--- src/hw/wb_pkg.sv ---
/*
 * Wishbone bus widths and slave address map for the control core.
 * Full 32-bit word accesses only, so there is no byte select.
 */

package wb_pkg;

   ////////////////////////////////////////////////////
   // Bus widths

   // Data width
   localparam int WB_DW = 32;
   // Byte address width, 64K byte space
   localparam int WB_AW = 16;
   // Top address bits used to pick a slave
   localparam int WB_DECODE_W = 6;

   ////////////////////////////////////////////////////
   // Slave map, compared against adr[15:10]

   localparam logic [WB_DECODE_W-1:0] SLV_SETTINGS_ADDR = 6'b110101;
   localparam logic [WB_DECODE_W-1:0] SLV_PIC_ADDR      = 6'b110110;
   localparam logic [WB_DECODE_W-1:0] SLV_STATUS_ADDR   = 6'b110011;

   // Decoded slave, NONE means unmapped
   typedef enum logic [1:0] {
      SLV_NONE,
      SLV_SETTINGS,
      SLV_PIC,
      SLV_STATUS
   } slave_e;

endpackage

--- src/hw/ctrl_pkg.sv ---
/*
 * Register map of the control slaves: setting addresses, interrupt
 * controller words and readback words. Word index comes from adr[..:2].
 */

package ctrl_pkg;

   ////////////////////////////////////////////////////
   // Settings bus

   // Setting address width, byte address bits 9..2
   localparam int SET_AW = 8;
   // Width kept per setting register
   localparam int SET_REG_W = 8;

   // Setting register addresses
   typedef enum logic [SET_AW-1:0] {
      SR_CLK     = 8'd0,
      SR_SER     = 8'd1,
      SR_ADC     = 8'd2,
      SR_LED_SW  = 8'd3,
      SR_PHY     = 8'd4,
      SR_LED_SRC = 8'd8
   } set_addr_e;

   ////////////////////////////////////////////////////
   // Interrupt controller

   // Number of interrupt lines
   localparam int IRQ_W = 16;

   // Register select, adr[3:2]
   typedef enum logic [1:0] {
      PIC_MASK    = 2'd0,
      PIC_PENDING = 2'd1,
      PIC_CURRENT = 2'd2,
      PIC_HIGHEST = 2'd3
   } pic_reg_e;

   // HIGHEST readback when nothing is enabled and pending
   localparam logic [31:0] PIC_NONE = 32'hFFFF_FFFF;

   ////////////////////////////////////////////////////
   // Status readback words, adr[5:2]
   typedef enum logic [3:0] {
      RB_CYCLES = 4'd0,
      RB_CONFIG = 4'd1,
      RB_IRQ    = 4'd2
   } rb_word_e;

endpackage

--- src/hw/wb_decode.sv ---
/*
 * Single master Wishbone decoder. Settings slave is write only and
 * reads as zero; unmapped addresses get a local ack with zero data.
 */
`timescale 1ns/1ps

module wb_decode (
   input  logic                     dsp_clk,
   input  logic                     wb_rst,
   input  logic                     cyc_i,
   input  logic                     stb_i,
   input  logic [wb_pkg::WB_AW-1:0] adr_i,
   input  logic                     set_ack_i,
   input  logic                     pic_ack_i,
   input  logic [wb_pkg::WB_DW-1:0] pic_dat_i,
   input  logic                     rb_ack_i,
   input  logic [wb_pkg::WB_DW-1:0] rb_dat_i,
   output logic                     set_stb_o,
   output logic                     pic_stb_o,
   output logic                     rb_stb_o,
   output logic                     ack_o,
   output logic [wb_pkg::WB_DW-1:0] dat_o
);

   wb_pkg::slave_e slave;
   logic           acc;
   logic           none_ack;

   // Slave select from the top address bits
   always_comb begin
      case (adr_i[wb_pkg::WB_AW-1 -: wb_pkg::WB_DECODE_W])
         wb_pkg::SLV_SETTINGS_ADDR: slave = wb_pkg::SLV_SETTINGS;
         wb_pkg::SLV_PIC_ADDR:      slave = wb_pkg::SLV_PIC;
         wb_pkg::SLV_STATUS_ADDR:   slave = wb_pkg::SLV_STATUS;
         default:                   slave = wb_pkg::SLV_NONE;
      endcase
   end

   // Access in progress, stb only counts inside a cycle
   assign acc = cyc_i & stb_i;

   assign set_stb_o = acc & (slave == wb_pkg::SLV_SETTINGS);
   assign pic_stb_o = acc & (slave == wb_pkg::SLV_PIC);
   assign rb_stb_o  = acc & (slave == wb_pkg::SLV_STATUS);

   // Local ack for holes in the map, one pulse per held access
   always_ff @(posedge dsp_clk) begin
      if (wb_rst) begin
         none_ack <= 1'b0;
      end else begin
         none_ack <= acc & (slave == wb_pkg::SLV_NONE) & ~none_ack;
      end
   end

   ////////////////////////////////////////////////////
   // Return path
   always_comb begin
      case (slave)
         wb_pkg::SLV_SETTINGS: begin
            ack_o = set_ack_i;
            dat_o = '0;
         end
         wb_pkg::SLV_PIC: begin
            ack_o = pic_ack_i;
            dat_o = pic_dat_i;
         end
         wb_pkg::SLV_STATUS: begin
            ack_o = rb_ack_i;
            dat_o = rb_dat_i;
         end
         default: begin
            ack_o = none_ack;
            dat_o = '0;
         end
      endcase
   end

   // Any slave ack must land while the master still strobes
   a_ack_in_stb: assert property (@(posedge dsp_clk) disable iff (wb_rst)
      ack_o |-> stb_i);

endmodule

--- src/hw/settings_bus.sv ---
/*
 * Turns Wishbone writes into one-cycle setting strobes.
 * Reads are acked with no data; only adr[9:2] reaches the setting bank.
 */
`timescale 1ns/1ps

module settings_bus (
   input  logic                        dsp_clk,
   input  logic                        wb_rst,
   input  logic                        stb_i,
   input  logic                        we_i,
   input  logic [wb_pkg::WB_AW-1:0]    adr_i,
   input  logic [wb_pkg::WB_DW-1:0]    dat_i,
   output logic                        ack_o,
   output logic                        set_stb_o,
   output logic [ctrl_pkg::SET_AW-1:0] set_addr_o,
   output logic [wb_pkg::WB_DW-1:0]    set_data_o
);

   // Ack and strobe together, ack drops while stb is still held
   always_ff @(posedge dsp_clk) begin
      if (wb_rst) begin
         ack_o     <= 1'b0;
         set_stb_o <= 1'b0;
      end else begin
         ack_o     <= stb_i & ~ack_o;
         set_stb_o <= stb_i & we_i & ~ack_o;
      end
   end

   // Word address and payload
   always_ff @(posedge dsp_clk) begin
      if (stb_i & we_i & ~ack_o) begin
         set_addr_o <= adr_i[ctrl_pkg::SET_AW+1:2];
         set_data_o <= dat_i;
      end
   end

   // One held write gives exactly one strobe
   a_set_stb_pulse: assert property (@(posedge dsp_clk) disable iff (wb_rst)
      set_stb_o |=> !set_stb_o);

endmodule

--- src/hw/setting_bank.sv ---
/*
 * Setting registers behind the settings bus and the board control
 * lines taken from them. Only the low 8 data bits are kept per register.
 */
`timescale 1ns/1ps

module setting_bank (
   input  logic                        dsp_clk,
   input  logic                        wb_rst,
   input  logic                        set_stb_i,
   input  logic [ctrl_pkg::SET_AW-1:0] set_addr_i,
   input  logic [wb_pkg::WB_DW-1:0]    set_data_i,
   input  logic                        clk_status_i,
   input  logic                        link_up_i,
   output logic                        clock_ready_o,
   output logic [1:0]                  clk_en_o,
   output logic [1:0]                  clk_sel_o,
   output logic                        ser_enable_o,
   output logic                        ser_prbsen_o,
   output logic                        ser_loopen_o,
   output logic                        ser_rx_en_o,
   output logic                        adc_oe_a_o,
   output logic                        adc_on_a_o,
   output logic                        adc_oe_b_o,
   output logic                        adc_on_b_o,
   output logic                        phy_reset_n_o,
   output logic [7:0]                  leds_o
);

   ctrl_pkg::set_addr_e            addr_sel;
   logic [ctrl_pkg::SET_REG_W-1:0] clk_reg;
   logic [ctrl_pkg::SET_REG_W-1:0] ser_reg;
   logic [ctrl_pkg::SET_REG_W-1:0] adc_reg;
   logic [ctrl_pkg::SET_REG_W-1:0] led_sw_reg;
   logic [ctrl_pkg::SET_REG_W-1:0] phy_reg;
   logic [ctrl_pkg::SET_REG_W-1:0] led_src_reg;
   logic [7:0]                     led_hw;

   assign addr_sel = ctrl_pkg::set_addr_e'(set_addr_i);

   ////////////////////////////////////////////////////
   // Register load, unknown addresses fall through
   always_ff @(posedge dsp_clk) begin
      if (wb_rst) begin
         clk_reg     <= '0;
         ser_reg     <= '0;
         adc_reg     <= '0;
         led_sw_reg  <= '0;
         phy_reg     <= '0;
         led_src_reg <= '0;
      end else if (set_stb_i) begin
         case (addr_sel)
            ctrl_pkg::SR_CLK:     clk_reg     <= set_data_i[ctrl_pkg::SET_REG_W-1:0];
            ctrl_pkg::SR_SER:     ser_reg     <= set_data_i[ctrl_pkg::SET_REG_W-1:0];
            ctrl_pkg::SR_ADC:     adc_reg     <= set_data_i[ctrl_pkg::SET_REG_W-1:0];
            ctrl_pkg::SR_LED_SW:  led_sw_reg  <= set_data_i[ctrl_pkg::SET_REG_W-1:0];
            ctrl_pkg::SR_PHY:     phy_reg     <= set_data_i[ctrl_pkg::SET_REG_W-1:0];
            ctrl_pkg::SR_LED_SRC: led_src_reg <= set_data_i[ctrl_pkg::SET_REG_W-1:0];
            default: ;
         endcase
      end
   end

   // Clock generator, SERDES and ADC control bits
   assign {clock_ready_o, clk_en_o, clk_sel_o} = clk_reg[4:0];
   assign {ser_enable_o, ser_prbsen_o, ser_loopen_o, ser_rx_en_o} = ser_reg[3:0];
   assign {adc_oe_a_o, adc_on_a_o, adc_oe_b_o, adc_on_b_o} = adc_reg[3:0];

   // PHY held out of reset while the bit is clear
   assign phy_reset_n_o = ~phy_reg[0];

   // LEDs, a 1 in the source register selects the hardware value
   assign led_hw = {6'b0, clk_status_i, link_up_i};
   assign leds_o = (led_src_reg & led_hw) | (~led_src_reg & led_sw_reg);

endmodule

--- src/hw/pic.sv ---
/*
 * Interrupt controller with rising-edge capture, mask and write-one-to-clear.
 * An edge in the same cycle as a clear wins. Lowest index has priority.
 */
`timescale 1ns/1ps

module pic (
   input  logic                        dsp_clk,
   input  logic                        wb_rst,
   input  logic                        stb_i,
   input  logic                        we_i,
   input  logic [wb_pkg::WB_AW-1:0]    adr_i,
   input  logic [wb_pkg::WB_DW-1:0]    dat_i,
   input  logic [ctrl_pkg::IRQ_W-1:0]  irq_i,
   output logic                        ack_o,
   output logic [wb_pkg::WB_DW-1:0]    dat_o,
   output logic                        int_o
);

   ctrl_pkg::pic_reg_e             reg_sel;
   logic                           wr;
   logic [ctrl_pkg::IRQ_W-1:0]     irq_d;
   logic [ctrl_pkg::IRQ_W-1:0]     irq_rise;
   logic [ctrl_pkg::IRQ_W-1:0]     mask_q;
   logic [wb_pkg::WB_DW-1:0]       pending_q;
   logic [wb_pkg::WB_DW-1:0]       clr;
   logic [ctrl_pkg::IRQ_W-1:0]     active;
   logic [wb_pkg::WB_DW-1:0]       highest;
   logic [wb_pkg::WB_DW-1:0]       rd_data;

   assign reg_sel = ctrl_pkg::pic_reg_e'(adr_i[3:2]);
   // Single write per held access
   assign wr = stb_i & we_i & ~ack_o;

   assign irq_rise = irq_i & ~irq_d;
   assign clr = (wr && reg_sel == ctrl_pkg::PIC_PENDING) ? dat_i : '0;

   ////////////////////////////////////////////////////
   // Edge capture, mask and bus ack
   always_ff @(posedge dsp_clk) begin
      if (wb_rst) begin
         ack_o     <= 1'b0;
         irq_d     <= '0;
         mask_q    <= '0;
         pending_q <= '0;
      end else begin
         ack_o     <= stb_i & ~ack_o;
         irq_d     <= irq_i;
         pending_q <= (pending_q & ~clr) | wb_pkg::WB_DW'(irq_rise);
         if (wr && reg_sel == ctrl_pkg::PIC_MASK) begin
            mask_q <= dat_i[ctrl_pkg::IRQ_W-1:0];
         end
      end
   end

   assign active = pending_q[ctrl_pkg::IRQ_W-1:0] & mask_q;
   assign int_o  = |active;

   // Lowest enabled pending line wins
   always_comb begin
      highest = ctrl_pkg::PIC_NONE;
      for (int i = ctrl_pkg::IRQ_W-1; i >= 0; i--) begin
         if (active[i]) highest = wb_pkg::WB_DW'(i);
      end
   end

   always_comb begin
      case (reg_sel)
         ctrl_pkg::PIC_MASK:    rd_data = wb_pkg::WB_DW'(mask_q);
         ctrl_pkg::PIC_PENDING: rd_data = pending_q;
         ctrl_pkg::PIC_CURRENT: rd_data = wb_pkg::WB_DW'(irq_i);
         default:               rd_data = highest;
      endcase
   end

   // Read word captured with the ack
   always_ff @(posedge dsp_clk) begin
      dat_o <= rd_data;
   end

   // Pending bits stay within the interrupt lines
   a_pending_in_range: assert property (@(posedge dsp_clk) disable iff (wb_rst)
      pending_q[wb_pkg::WB_DW-1:ctrl_pkg::IRQ_W] == '0);

endmodule

--- src/hw/status_readback.sv ---
/*
 * Read-only status words: free-running cycle counter, configuration
 * straps and the raw interrupt lines. Writes are acked and dropped.
 */
`timescale 1ns/1ps

module status_readback (
   input  logic                       dsp_clk,
   input  logic                       wb_rst,
   input  logic                       stb_i,
   input  logic [wb_pkg::WB_AW-1:0]   adr_i,
   input  logic [ctrl_pkg::IRQ_W-1:0] irq_i,
   input  logic                       sim_mode_i,
   input  logic [3:0]                 clock_divider_i,
   output logic                       ack_o,
   output logic [wb_pkg::WB_DW-1:0]   dat_o
);

   ctrl_pkg::rb_word_e       word_sel;
   logic [31:0]              cycle_cnt;
   logic [wb_pkg::WB_DW-1:0] rd_data;

   assign word_sel = ctrl_pkg::rb_word_e'(adr_i[5:2]);

   // Cycle counter and ack
   always_ff @(posedge dsp_clk) begin
      if (wb_rst) begin
         cycle_cnt <= '0;
         ack_o     <= 1'b0;
      end else begin
         cycle_cnt <= cycle_cnt + 32'd1;
         ack_o     <= stb_i & ~ack_o;
      end
   end

   always_comb begin
      case (word_sel)
         ctrl_pkg::RB_CYCLES: rd_data = cycle_cnt;
         ctrl_pkg::RB_CONFIG: rd_data = {sim_mode_i, 27'b0, clock_divider_i};
         ctrl_pkg::RB_IRQ:    rd_data = wb_pkg::WB_DW'(irq_i);
         default:             rd_data = '0;
      endcase
   end

   always_ff @(posedge dsp_clk) begin
      dat_o <= rd_data;
   end

endmodule

--- src/hw/u2_ctrl_core.sv ---
/*
 * Control-plane core: one Wishbone classic slave port, single clock.
 * Every access is a full word and completes in two cycles.
 */
`timescale 1ns/1ps

module u2_ctrl_core (
   input  logic                       dsp_clk,
   input  logic                       wb_rst,
   input  logic                       wb_cyc_i,
   input  logic                       wb_stb_i,
   input  logic                       wb_we_i,
   input  logic [wb_pkg::WB_AW-1:0]   wb_adr_i,
   input  logic [wb_pkg::WB_DW-1:0]   wb_dat_i,
   input  logic [ctrl_pkg::IRQ_W-1:0] irq_i,
   input  logic                       clk_status_i,
   input  logic                       link_up_i,
   input  logic                       sim_mode_i,
   input  logic [3:0]                 clock_divider_i,
   output logic [wb_pkg::WB_DW-1:0]   wb_dat_o,
   output logic                       wb_ack_o,
   output logic                       int_o,
   output logic                       clock_ready_o,
   output logic [1:0]                 clk_en_o,
   output logic [1:0]                 clk_sel_o,
   output logic                       ser_enable_o,
   output logic                       ser_prbsen_o,
   output logic                       ser_loopen_o,
   output logic                       ser_rx_en_o,
   output logic                       adc_oe_a_o,
   output logic                       adc_on_a_o,
   output logic                       adc_oe_b_o,
   output logic                       adc_on_b_o,
   output logic                       phy_reset_n_o,
   output logic [7:0]                 leds_o
);

   logic                        set_wb_stb, set_wb_ack;
   logic                        pic_stb, pic_ack;
   logic                        rb_stb, rb_ack;
   logic [wb_pkg::WB_DW-1:0]    pic_dat, rb_dat;
   logic                        set_stb;
   logic [ctrl_pkg::SET_AW-1:0] set_addr;
   logic [wb_pkg::WB_DW-1:0]    set_data;

   ////////////////////////////////////////////////////
   // Address decode
   wb_decode i_wb_decode (
      .dsp_clk(dsp_clk), .wb_rst(wb_rst), .cyc_i(wb_cyc_i), .stb_i(wb_stb_i),
      .adr_i(wb_adr_i), .set_ack_i(set_wb_ack), .pic_ack_i(pic_ack), .pic_dat_i(pic_dat),
      .rb_ack_i(rb_ack), .rb_dat_i(rb_dat), .set_stb_o(set_wb_stb), .pic_stb_o(pic_stb),
      .rb_stb_o(rb_stb), .ack_o(wb_ack_o), .dat_o(wb_dat_o));

   // Settings bus and the register bank behind it
   settings_bus i_settings_bus (
      .dsp_clk(dsp_clk), .wb_rst(wb_rst), .stb_i(set_wb_stb), .we_i(wb_we_i),
      .adr_i(wb_adr_i), .dat_i(wb_dat_i), .ack_o(set_wb_ack), .set_stb_o(set_stb),
      .set_addr_o(set_addr), .set_data_o(set_data));

   setting_bank i_setting_bank (
      .dsp_clk(dsp_clk), .wb_rst(wb_rst), .set_stb_i(set_stb), .set_addr_i(set_addr),
      .set_data_i(set_data), .clk_status_i(clk_status_i), .link_up_i(link_up_i),
      .clock_ready_o(clock_ready_o), .clk_en_o(clk_en_o), .clk_sel_o(clk_sel_o),
      .ser_enable_o(ser_enable_o), .ser_prbsen_o(ser_prbsen_o),
      .ser_loopen_o(ser_loopen_o), .ser_rx_en_o(ser_rx_en_o),
      .adc_oe_a_o(adc_oe_a_o), .adc_on_a_o(adc_on_a_o), .adc_oe_b_o(adc_oe_b_o),
      .adc_on_b_o(adc_on_b_o), .phy_reset_n_o(phy_reset_n_o), .leds_o(leds_o));

   ////////////////////////////////////////////////////
   // Interrupts and status
   pic i_pic (
      .dsp_clk(dsp_clk), .wb_rst(wb_rst), .stb_i(pic_stb), .we_i(wb_we_i),
      .adr_i(wb_adr_i), .dat_i(wb_dat_i), .irq_i(irq_i), .ack_o(pic_ack),
      .dat_o(pic_dat), .int_o(int_o));

   status_readback i_status_readback (
      .dsp_clk(dsp_clk), .wb_rst(wb_rst), .stb_i(rb_stb), .adr_i(wb_adr_i),
      .irq_i(irq_i), .sim_mode_i(sim_mode_i), .clock_divider_i(clock_divider_i),
      .ack_o(rb_ack), .dat_o(rb_dat));

endmodule

--- config.mk ---
export PLATFORM = sky130hd
export DESIGN_NAME = u2_ctrl_core
export DESIGN_NICKNAME = d
export VERILOG_FILES = /design/src/hw/wb_pkg.sv /design/src/hw/ctrl_pkg.sv /design/src/hw/wb_decode.sv /design/src/hw/settings_bus.sv /design/src/hw/setting_bank.sv /design/src/hw/pic.sv /design/src/hw/status_readback.sv /design/src/hw/u2_ctrl_core.sv
export SDC_FILE = /design/constraint.sdc
export NUM_CORES = 1
export LEC_CHECK = 0
export BUFFER_PORTS_ARGS = -buffer_cell sky130_fd_sc_hd__buf_2
export CAP_MARGIN = 20
export CORE_ASPECT_RATIO = 1.5
export CORE_MARGIN = 2
export CORE_UTILIZATION = 45
export CTS_CLUSTER_SIZE = 40
export DETAILED_ROUTE_END_ITERATION = 8
export GPL_ROUTABILITY_DRIVEN = 0
export PLACE_DENSITY = 0.68
export SLEW_MARGIN = 20
export SYNTH_ARGS = -nofsm -noshare
export SYNTH_HDL_FRONTEND = slang
export SYNTH_HIERARCHICAL = 1
export SYNTH_SLANG_ARGS = --single-unit
--- constraint.sdc ---
create_clock -name dsp_clk -period 1.8 [get_ports dsp_clk]
set_input_delay 0.09 -clock dsp_clk [delete_from_list [all_inputs] [get_ports dsp_clk]]
set_output_delay 0.09 -clock dsp_clk [all_outputs]
set_load 0.05 [all_outputs]
# --- After elaboration in Yosys (flattened, before gate mapping) ---
# Cells that the tools add are included.
word_totals:
  reg_bits: 211
  input_bits: 76
  out_inout_bits: 56
classes:
  add_sub_neg: 1
  eq_ne: 15
  muxes: 22
  bitwise: 28
  n_reduce_logical: 13
ops:
  columns: ["operator", "n"]
  rows:
  - ["$mux W32", 17]
  - ["$pmux W32 S3", 2]
  - ["$pmux W32 S2", 1]
  - ["$add A32 B1 Y32 const B", 1]
  - ["$and A16 B16 Y16", 2]
  - ["$and A32 B32 Y32", 1]
  - ["$not A32 Y32", 1]
  - ["$or A32 B16 Y32", 1]
  - ["$eq A6 B6 Y1 const B", 3]
  - ["$eq A8 B2 Y1 const B", 2]
  - ["$not A16 Y16", 1]
  - ["$reduce_or A16 Y1", 1]
  - ["$and A1 B1 Y1", 13]
  - ["$reduce_and A2 Y1", 6]
  - ["$and A8 B2 Y8", 1]
  - ["$and A8 B8 Y8", 1]
  - ["$eq A8 B1 Y1 const B", 1]
  - ["$eq A8 B3 Y1 const B", 1]
  - ["$eq A8 B4 Y1 const B", 1]
  - ["$logic_not A8 Y1", 1]
  - ["$not A8 Y8", 1]
  - ["$or A8 B8 Y8", 1]
  - ["$eq A2 B2 Y1 const B", 3]
  - ["$pmux W2 S3", 1]
  - ["8 further kinds", 15]

# --- Depth between registers and ports, before layout ---
# Gate-level depths: netlist (run 1).
logic_depth:
  ltp_word: 18
  depth_mapped: 9
  ltp_nobuf: 6

# --- Hierarchy ---
# The synthesis (run 1) kept the hierarchy.
by_module_without_submodules:
  columns: ["module", "instances", "cells_each", "area_each_um2"]
  rows:
  - ["pic", 1, 405, 3741.1]
  - ["status_readback", 1, 254, 2462.4]
  - ["setting_bank", 1, 122, 1360.1]
  - ["settings_bus", 1, 45, 1271.2]
  - ["wb_decode", 1, 58, 485.5]

# --- Worst setup path after synthesis (run 1) ---
# No wires, ideal clock.
synth_timing:
  kind: "input to output"
  startpoint: "input port wb_adr_i[11] in the netlist's numbering"
  endpoint: "output port wb_ack_o"
  arrival_time_ps: 1843
  t_required_ps: 1710
  slack_ps: -133
  cell_stages: 3
  path_buffers: 0
  cell_sequence: "nand2b_4 > a311o_1 > a222oi_1"
synth_between:
  elab_chain_len: 4
  word_cells_on_any_way: 8
synth_lines:
  columns: ["element", "line_no", "source"]
  rows:
  - ["from (decl)", "u2_ctrl_core.sv:13", "input logic [wb_pkg::WB_AW-1:0] wb_adr_i,"]
  - ["$eq A6 B6 Y1", "wb_decode.sv:31", "case (adr_i[wb_pkg::WB_AW-1 -: wb_pkg::WB_DECODE_W])"]
  - ["$pmux W2 S3 (*)", "wb_decode.sv:31", null]
  - ["$eq A2 B2 Y1 / $eq A2 B1 Y1 (equally long branches)", "wb_decode.sv:58", "case (slave)"]
  - ["$pmux W1 S3 (*)", "wb_decode.sv:58", null]
  - ["to (decl)", "u2_ctrl_core.sv:21", "output logic wb_ack_o,"]
# Mark *: on every way between the ends. The rest lies on a longest branch, timed or not.

# --- Final worst setup path (run 1) ---
layout_timing:
  startpoint: "register i_status_readback.cycle_cnt[9]"
  endpoint: "register i_status_readback.cycle_cnt[27]"
layout_between:
  elab_chain_len: 1
layout_lines:
  columns: ["element", "line_no", "source"]
  rows:
  - ["from (decl)", "status_readback.sv:20", "logic [31:0] cycle_cnt;"]
  - ["from (signal assigned)", "status_readback.sv:31", "cycle_cnt <= cycle_cnt + 32'd1;"]
  - ["$add A32 B1 Y32", "status_readback.sv:31", null]
# No other way between the ends.
# A chain may end at the register's enable or synchronous reset.

==> qor.yml, run 1 <==
drt-vias-per-instance: 5.29
worstPathRequired_ns: 2.23
finalSetupTns_ns: 0
drc: 0
numCtsBuffers: 21
hold_viol_final: 0
yosys_warnings: 6
finalMaxSlewViolations: 0
antennaDiodeCount: 0
timing.hold.ws_ns: 0.0283
dieArea_sq_um: 20300
wl_met3_um: 1130
pwr_density_cell_nw_per_um2: 908
p_switching_mw: 2.19
fin_nets: 1152
syn2layout_area_growth_pct: 31.5
fmax_mhz: 571
relSlewSlack_pct: 53.6
critPathKind: "reg2reg"
place_area_sq_um: 9800
drv_cap: 0
root_buffer: "clkbuf_16"
combPwrFrac_pct: 6.3
holdCritPathClass: "in2reg"
globalRouteTotalUtil_pct: 21.4
wl_met2_um: 11000
cts_num_sinks: 211
slowest_delay_ns: 0.53
dr.pass1.iters: 5
cp_data_arrival_time_ns: 2.18
clk_pin_slew_ns: 0.06
postLayoutCoreUtil_pct: 60.7
crit_path_end_kind: "flip-flop"
switching_share_pct: 21.3
min_period_ns: 1.75
wl_met1_um: 9180
layout.cells.non_filler: 1341
syn-instance-count: 860
clock_power_share_pct: 46.0
setup_ws_ns: 0.0487
crit_path_cell_trace: "buf_4 -> and4_4 -> nand3_1 -> buf_4 -> or4_1 -> a21oi_2"
insertion_delay_ns: 0.50
overflow: 0
io_buffers: 129
initial_core_util_pct: 46.2
start_kind: "flip-flop"
dp.cells: 1234
leakagePower_nw: 4.79
power.total_mw: 10.3
rows: 61
grt_max_degree: 66
wirelength_um: 22000
grt_pass1_vias: 6917
netlist_area_sq_um: 8600
wire_per_inst_um: 16.4
pre_cts_ws_ns: -0.00849
p_int_mw: 8.08
fin_skew_ns: 0.0103
syn_area_per_cell_sq_um: 10.0
ioPinCount: 132
die_h_um: 173
layout_common_cells: "191 x dfxtp_1, 127 x buf_2, 68 x nand2b_1"
p_seq_share_pct: 47.8
top_layer_used: "met4"
grt_pass1_wl_um: 35000
period_share_pct: 97.3
die_x_um: 117
cp_common_cell: "buf_4"
htree_levels: 1
tightest_slew_ns: 0.692
fin_area_sq_um: 11300
dp_hpwl_um: 14700
critPathMaxFanout: 12
synthesis.nets: 937
crit_slowest_cell: "or4_1"
layout_commonest_cell: "dfxtp_1"
vdd_drop_max_v: 0.000711
cts_tree: "built"
setup_viol: 0
clockBufferDepth: 3
antenna_found_initial: 0
postRouteAntennaNets: 0
layout-drive-gt1-share_pct: 23.8
drt_iter0_markers: 461
status: "finished, final reports clean"
vias: 7093
coreArea_sq_um: 18600
-- path summary, 6_finish.rpt --
kind	from	end	slack, ns	depth (start not counted)
worst max-delay path	i_status_readback/cycle_cnt[9]	i_status_readback/cycle_cnt[27]	0.05	6
worst min register to register	i_status_readback/ack_o	i_status_readback/ack_o	0.43	1
worst min-delay path	wb_adr_i[15]	i_pic/ack_o	0.03	4
worst max register to register	i_status_readback/cycle_cnt[9]	i_status_readback/cycle_cnt[27]	0.05	6
-- what timing repair did --
| item | in CTS | in global routing |
|---|---|---|
| buffers inserted | 0 | 4 |
| endpoints found under the hold margin | 111 | 0 |
| gates resized for setup | 4 | 14 |
| pin swaps | 0 | 3 |
| hold buffers | 66 | 0 |
| setup endpoints to repair | 2 | 13 |
-- power by group through the flow --
stage | clock network (mW) | registers (mW) | logic, mW
3_3_place_gp | 0 | 5.00 | 0.515
4_1_cts | 4.82 | 4.90 | 0.634
3_5_place_dp | 0 | 5.00 | 0.521
5_1_grt | 5.03 | 4.91 | 0.696
2_1_floorplan | 0 | 4.99 | 0.289
6_report | 4.72 | 4.90 | 0.644
-- area by class of cell --
cell class / instances / area [sq um]
timing repair buffer: 249 / 1850
multi-input combinational: 581 / 3960
inverter: 11 / 41.3
fill: 1597 / 7320
clock inverter: 12 / 195
clock buffer: 25 / 551
tap: 252 / 315
sequential: 211 / 4390
-- worst max-delay path: cells and delay by family, from the launching register on --
family	cells	cell delay (ns)
buf+inv	2	0.34
flops	1	0.34
compound gates	1	0.15
simple gates	3	0.86
-- metal layers --
metal	vias to the layer above	GRT usage (%)
met2	222	37.0
met4	0	7.55
met3	35	2.62
met5	-	0
li1	3500	-
met1	3336	27.0
(Power assumes the default switching activity.)
==> run 2, diff against run 1 <==
Settings changed: ABC_AREA set to 1, PLACE_DENSITY 0.68 to 0.67.
==> qor.yml, run 2 <==
status: "finished, final reports clean"  # unchanged
dp_hpwl_um: 16700  # was 14700 um
p_seq_share_pct: 48.9  # was 47.8%
synthesis.nets: 1270  # was 937
setup_ws_ns: 0.0673  # was 0.0487 ns
vdd_drop_max_v: 0.000568  # was 0.000711 V
globalRouteTotalUtil_pct: 22.5  # was 21.4%
cts_tree: "built"  # unchanged
drv_cap: 0  # unchanged
initial_core_util_pct: 45.6  # was 46.2%
numCtsBuffers: 21  # unchanged
start_kind: "flip-flop"  # unchanged
pwr_density_cell_nw_per_um2: 886  # was 908 nW/um^2
fin_skew_ns: 0.0213  # was 0.0103 ns
cp_data_arrival_time_ns: 1.64  # was 2.18 ns
r2r-end: "i_pic/dat_o[28]"  # was i_status_readback/cycle_cnt[27]
layout_common_cells: "244 x nand2_1, 193 x dfxtp_1, 191 x nor2_1"  # was 191 x dfxtp_1, 127 x buf_2, 68 x nand2b_1
overflow: 0  # unchanged
insertion_delay_ns: 0.50  # about the same
pre_cts_ws_ns: 0.0623  # was -0.00849 ns
holdCritPathClass: "in2reg"  # unchanged
grt_max_degree: 34  # was 66
io_buffers: 129  # unchanged
root_buffer: "clkbuf_16"  # unchanged
drc: 0  # unchanged
htree_levels: 1  # unchanged
yosys_warnings: 6  # unchanged
syn2layout_area_growth_pct: 26.5  # was 31.5%
layout_commonest_cell: "nand2_1"  # was dfxtp_1
postRouteAntennaNets: 0  # unchanged
syn_area_per_cell_sq_um: 7.50  # was 10.0 sq um
wire_per_inst_um: 14.2  # was 16.4 um
clk_pin_slew_ns: 0.07  # was 0.06 ns
hold_viol_final: 0  # unchanged
clock_power_share_pct: 44.6  # was 46.0%
worstPathRequired_ns: 1.71  # was 2.23 ns
antenna_found_initial: 0  # unchanged
fin_nets: 1469  # was 1152
relSlewSlack_pct: 54.1  # was 53.6%
timing.hold.ws_ns: 0.0285  # was 0.0283 ns
endpoint: "int_o"  # was i_status_readback/cycle_cnt[27]
vias: 8219  # was 7093
drt_iter0_markers: 467  # was 461
p_int_mw: 7.81  # was 8.08 mW
min_period_ns: 1.73  # was 1.75 ns
crit-reg2reg-launch: "i_pic/pending_q[12]"  # was i_status_readback/cycle_cnt[9]
wirelength_um: 23700  # was 22000 um
grt_pass1_wl_um: 38600  # was 35000 um
drt-vias-per-instance: 4.93  # was 5.29
period_share_pct: 96.3  # was 97.3%
syn-instance-count: 1193  # was 860
critPathMaxFanout: 3  # was 12
dr.pass1.iters: 5  # unchanged
crit_path_end_kind: "primary output"  # was flip-flop
netlist_area_sq_um: 8950  # was 8600 sq um
grt_pass1_vias: 7843  # was 6917
power.total_mw: 10.0  # was 10.3 mW
leakagePower_nw: 5.23  # was 4.79 nW
rows: 63  # was 61
worstRegToRegCells: 10  # was 6
die_x_um: 119  # was 117 um
layout-drive-gt1-share_pct: 18.2  # was 23.8%
setup_viol: 0  # unchanged
critPathKind: "reg2out"  # was reg2reg
tightest_slew_ns: 0.687  # was 0.692 ns
coreArea_sq_um: 19600  # was 18600 sq um
ioPinCount: 132  # unchanged
r2r_slack_ns: 0.24  # was 0.05 ns
crit_start: "i_pic/pending_q[12]"  # was i_status_readback/cycle_cnt[9]
die_h_um: 177  # was 173 um
fmax_mhz: 577  # was 571 MHz
combPwrFrac_pct: 6.4  # was 6.3%
cts_num_sinks: 211  # unchanged
dieArea_sq_um: 21000  # was 20300 sq um
switching_share_pct: 22.1  # was 21.3%
clockBufferDepth: 3  # unchanged
finalMaxSlewViolations: 0  # unchanged
antennaDiodeCount: 0  # unchanged
p_switching_mw: 2.21  # was 2.19 mW
finalSetupTns_ns: 0  # unchanged
## run 2: cell type report
| class | instances | area, sq um |
|---|---|---|
| clock buffer | 29 | 576 |
| inverter | 158 | 593 |
| multi-input combinational | 779 | 3740 |
| clock inverter | 9 | 128 |
| tap | 260 | 325 |
| timing repair buffer | 221 | 1570 |
| sequential | 211 | 4390 |
| fill | 1807 | 8310 |
## run 2: timing repair
item | in CTS | in global routing
hold buffers | 63 | 0
resized for setup | 7 | 6
setup buffers | 3 | 2
setup endpoints to repair | 1 | 1
endpoints found under the hold margin | 106 | 0
pin swaps | 5 | 3
## run 2: power groups by stage
stage	registers, mW	clock network [mW]	logic [mW]
final	4.90	4.47	0.645
after global routing	4.91	4.77	0.708
after CTS	4.90	4.56	0.636
after detailed placement	5.00	0	0.526
after global placement	5.00	0	0.521
after floorplan	4.99	0	0.317
## run 2: routing by layer
layer / GRT usage, % / vias to the layer above / routed length [um]
li1: - / 4206 / -
met5: 0 / - / 0
met3: 2.74 / 44 / 1010
met2: 41.5 / 207 / 12100
met1: 27.1 / 3762 / 10000
met4: 6.94 / 0 / 548
## run 2: through the flow
step / utilization [%] / instance area (sq um) / cells
after global routing: 57.6 / 11300 / 1667
final: 57.6 / 11300 / 1667
after floorplan: - / 8950 / 1193
after CTS: 57.5 / 11300 / 1665
after global placement: 50.5 / 9910 / 1561
after detailed placement: 50.5 / 9910 / 1561
## run 2: critical path, cell delays in order (launching register included)
cell and delay [ns]:
dfxtp_1 0.34, nand2_2 0.08, nand2_2 0.08, a211oi_4 0.21, nand2_1 0.11, inv_2 0.08, nand2_2 0.07, buf_8 0.17
## run 2: worst min path at each step
stage                     start                            to  slack (ns)  depth (start not counted)
global placement    wb_adr_i[9]  i_settings_bus/set_addr_o[7]        0.27                          1
global route           wb_stb_i       i_status_readback/ack_o        0.05                          5
detailed placement  wb_adr_i[6]  i_settings_bus/set_addr_o[4]        0.27                          1
floorplan                wb_rst          i_settings_bus/ack_o        0.16                          1
CTS                    wb_stb_i       i_status_readback/ack_o       0.003                          5
finish                 wb_stb_i       i_status_readback/ack_o        0.03                          5
==> run 3, diff against run 2 <==
Settings changed: PLACE_DENSITY 0.67 to 0.73.
Clock period 1.8 ns to 2.1 ns, I/O delays scaled along.
==> qor.yml, run 3 (synthesis gave the netlist of run 2 again) <==
syn2layout_area_growth_pct: 24.9  # was 26.5%
initial_core_util_pct: 45.6  # unchanged
hold_viol_final: 0  # unchanged
globalRouteTotalUtil_pct: 21.8  # was 22.5%
layout-drive-gt1-share_pct: 16.9  # was 18.2%
vdd_drop_max_v: 0.000592  # was 0.000568 V
dr.pass1.iters: 5  # unchanged
fin_nets: 1457  # was 1469
numCtsBuffers: 20  # was 21
fin_skew_ns: 0.00914  # was 0.0213 ns
min_period_ns: 2.02
coreArea_sq_um: 19600  # unchanged
layout.cells.non_filler: 1655  # was 1667
fmax_mhz: 496
start_kind: "flip-flop"  # unchanged
insertion_delay_ns: 0.49  # was 0.50 ns
die_h_um: 177  # unchanged
layout_commonest_cell: "nand2_1"  # unchanged
crit_path_end_kind: "primary output"  # unchanged
holdPathStages: 1  # was 5
drv_cap: 0  # unchanged
relSlewSlack_pct: 41.4  # was 54.1%
worstRegToRegCells: 7  # was 10
cts_num_sinks: 211  # unchanged
critPathMaxFanout: 3  # unchanged
ioPinCount: 132  # unchanged
clk_pin_slew_ns: 0.06  # was 0.07 ns
layout_common_cells: "248 x nand2_1, 195 x dfxtp_1, 191 x nor2_1"  # was 244 x nand2_1, 193 x dfxtp_1, 191 x nor2_1
wire_per_inst_um: 14.2  # about the same
drc: 0  # unchanged
die_x_um: 119  # unchanged
dieArea_sq_um: 21000  # unchanged
antenna_found_initial: 1  # was 0
leakagePower_nw: 5.16  # was 5.23 nW
grt_pass1_vias: 7818  # was 7843
postRouteAntennaNets: 0  # unchanged
finalMaxSlewViolations: 0  # unchanged
crit-reg2reg-launch: "i_pic/pending_q[13]"  # was i_pic/pending_q[12]
dp_hpwl_um: 16700  # about the same
drt-vias-per-instance: 5.01  # was 4.93
worstPathRequired_ns: 2.00  # was 1.71 ns
htree_levels: 1  # unchanged
vias: 8287  # was 8219
dp.cells: 1553  # was 1561
setup_viol: 0  # unchanged
pwr_density_cell_nw_per_um2: 777  # was 886 nW/um^2
critPathKind: "reg2out"  # unchanged
overflow: 0  # unchanged
finalSetupTns_ns: 0  # unchanged
period_share_pct: 96.0
holdCritPathClass: "in2reg"  # unchanged
drt_iter0_markers: 564  # was 467
cts_tree: "built"  # unchanged
rsz0062_at_grt: "false"
postLayoutCoreUtil_pct: 56.9  # was 57.6%
io_buffers: 129  # unchanged
grt_pass1_wl_um: 37500  # was 38600 um
wirelength_um: 23400  # was 23700 um
grt_max_degree: 34  # unchanged
root_buffer: "clkbuf_16"  # unchanged
r2r-end: "i_pic/dat_o[5]"  # was i_pic/dat_o[28]
r2r_slack_ns: 0.40  # was 0.24 ns
clockBufferDepth: 3  # unchanged
tightest_slew_ns: 0.878  # was 0.687 ns
rows: 63  # unchanged
cp_data_arrival_time_ns: 1.91  # was 1.64 ns
status: "finished, final reports clean"  # unchanged
hold_start: "wb_adr_i[3]"  # was wb_stb_i
whs_endpoint: "i_settings_bus/set_addr_o[1]"  # was i_status_readback/ack_o
-- run 3: cell count changes in the layout (fill, tap and decap cells not counted), sizes merged, moves of 2 or more --
cell	delta
dlygate4sd3	+2
clkinvlp	+2
buf	-13
clkbuf	-3
-- run 3: repair_timing --
action / CTS / global route
hold endpoints to repair: 97 / 0
setup buffers: 0 / 0
gates resized for setup: 0 / 1
setup endpoints to repair: 0 / 3
hold buffers: 65 / 0
-- run 3: area by class of cell --
| class | instances | area [sq um] |
|---|---|---|
| repair buffers | 210 | 1420 |
| well taps | 260 | 325 |
| clock inverters | 10 | 153 |
| flip-flops and latches | 211 | 4380 |
| multi-input cells | 779 | 3720 |
| inverters | 158 | 593 |
| clock buffers | 26 | 574 |
| diodes | 1 | 2.50 |
| fillers | 1780 | 8460 |
-- run 3: where the power goes --
| group | leakage [nW] | switching, mW | internal (mW) |
|---|---|---|---|
| registers | 1.74 | 0.0472 | 4.15 |
| clock network | 0.351 | 1.52 | 2.42 |
| logic | 3.08 | 0.304 | 0.230 |
| total | 5.16 | 1.87 | 6.81 |
-- run 3: metrics by stage --
stage	cell area (sq um)	power, mW	setup slack, ns	hold WS, ns
floorplan	8950	4.55	0.361	0.176
global placement	9780	4.71	0.334	0.283
detailed placement	9780	4.72	0.296	0.284
CTS	11200	8.73	0.102	0.0157
global route	11200	8.95	0.0110	0.0356
finish	11200	8.67	0.0832	0.0336
-- run 3: per-layer routing --
metal / wire length, um / global-route usage, % / share of wire (%) / vias to the layer above
li1: - / - / - / 4178
met3: 1260 / 2.48 / 5.4 / 74
met4: 1230 / 11.4 / 5.3 / 0
met5: 0 / 0 / 0 / -
met2: 11400 / 37.7 / 48 / 264
met1: 9600 / 26.6 / 41 / 3771
-- run 3: worst max-delay path, cell delays in order (launching register included) --
cell and delay [ns]:
dfxtp_1 0.32, nand2_1 0.09, nand2_1 0.08, a211oi_1 0.36, nand2_1 0.10, inv_1 0.13
nand2_1 0.10, buf_2 0.24
-- run 3: worst max-delay path by stage --
stage                        start                           end  cells after the start
2_1_floorplan         wb_adr_i[14]  i_settings_bus/set_addr_o[0]                      6
3_5_place_dp          wb_adr_i[14]               i_pic/mask_q[9]                     11
3_3_place_gp          wb_adr_i[14]               i_pic/mask_q[3]                     11
4_1_cts        i_pic/pending_q[13]                         int_o                      7
5_1_grt        i_pic/pending_q[13]                         int_o                      7
6_report       i_pic/pending_q[13]                         int_o                      7
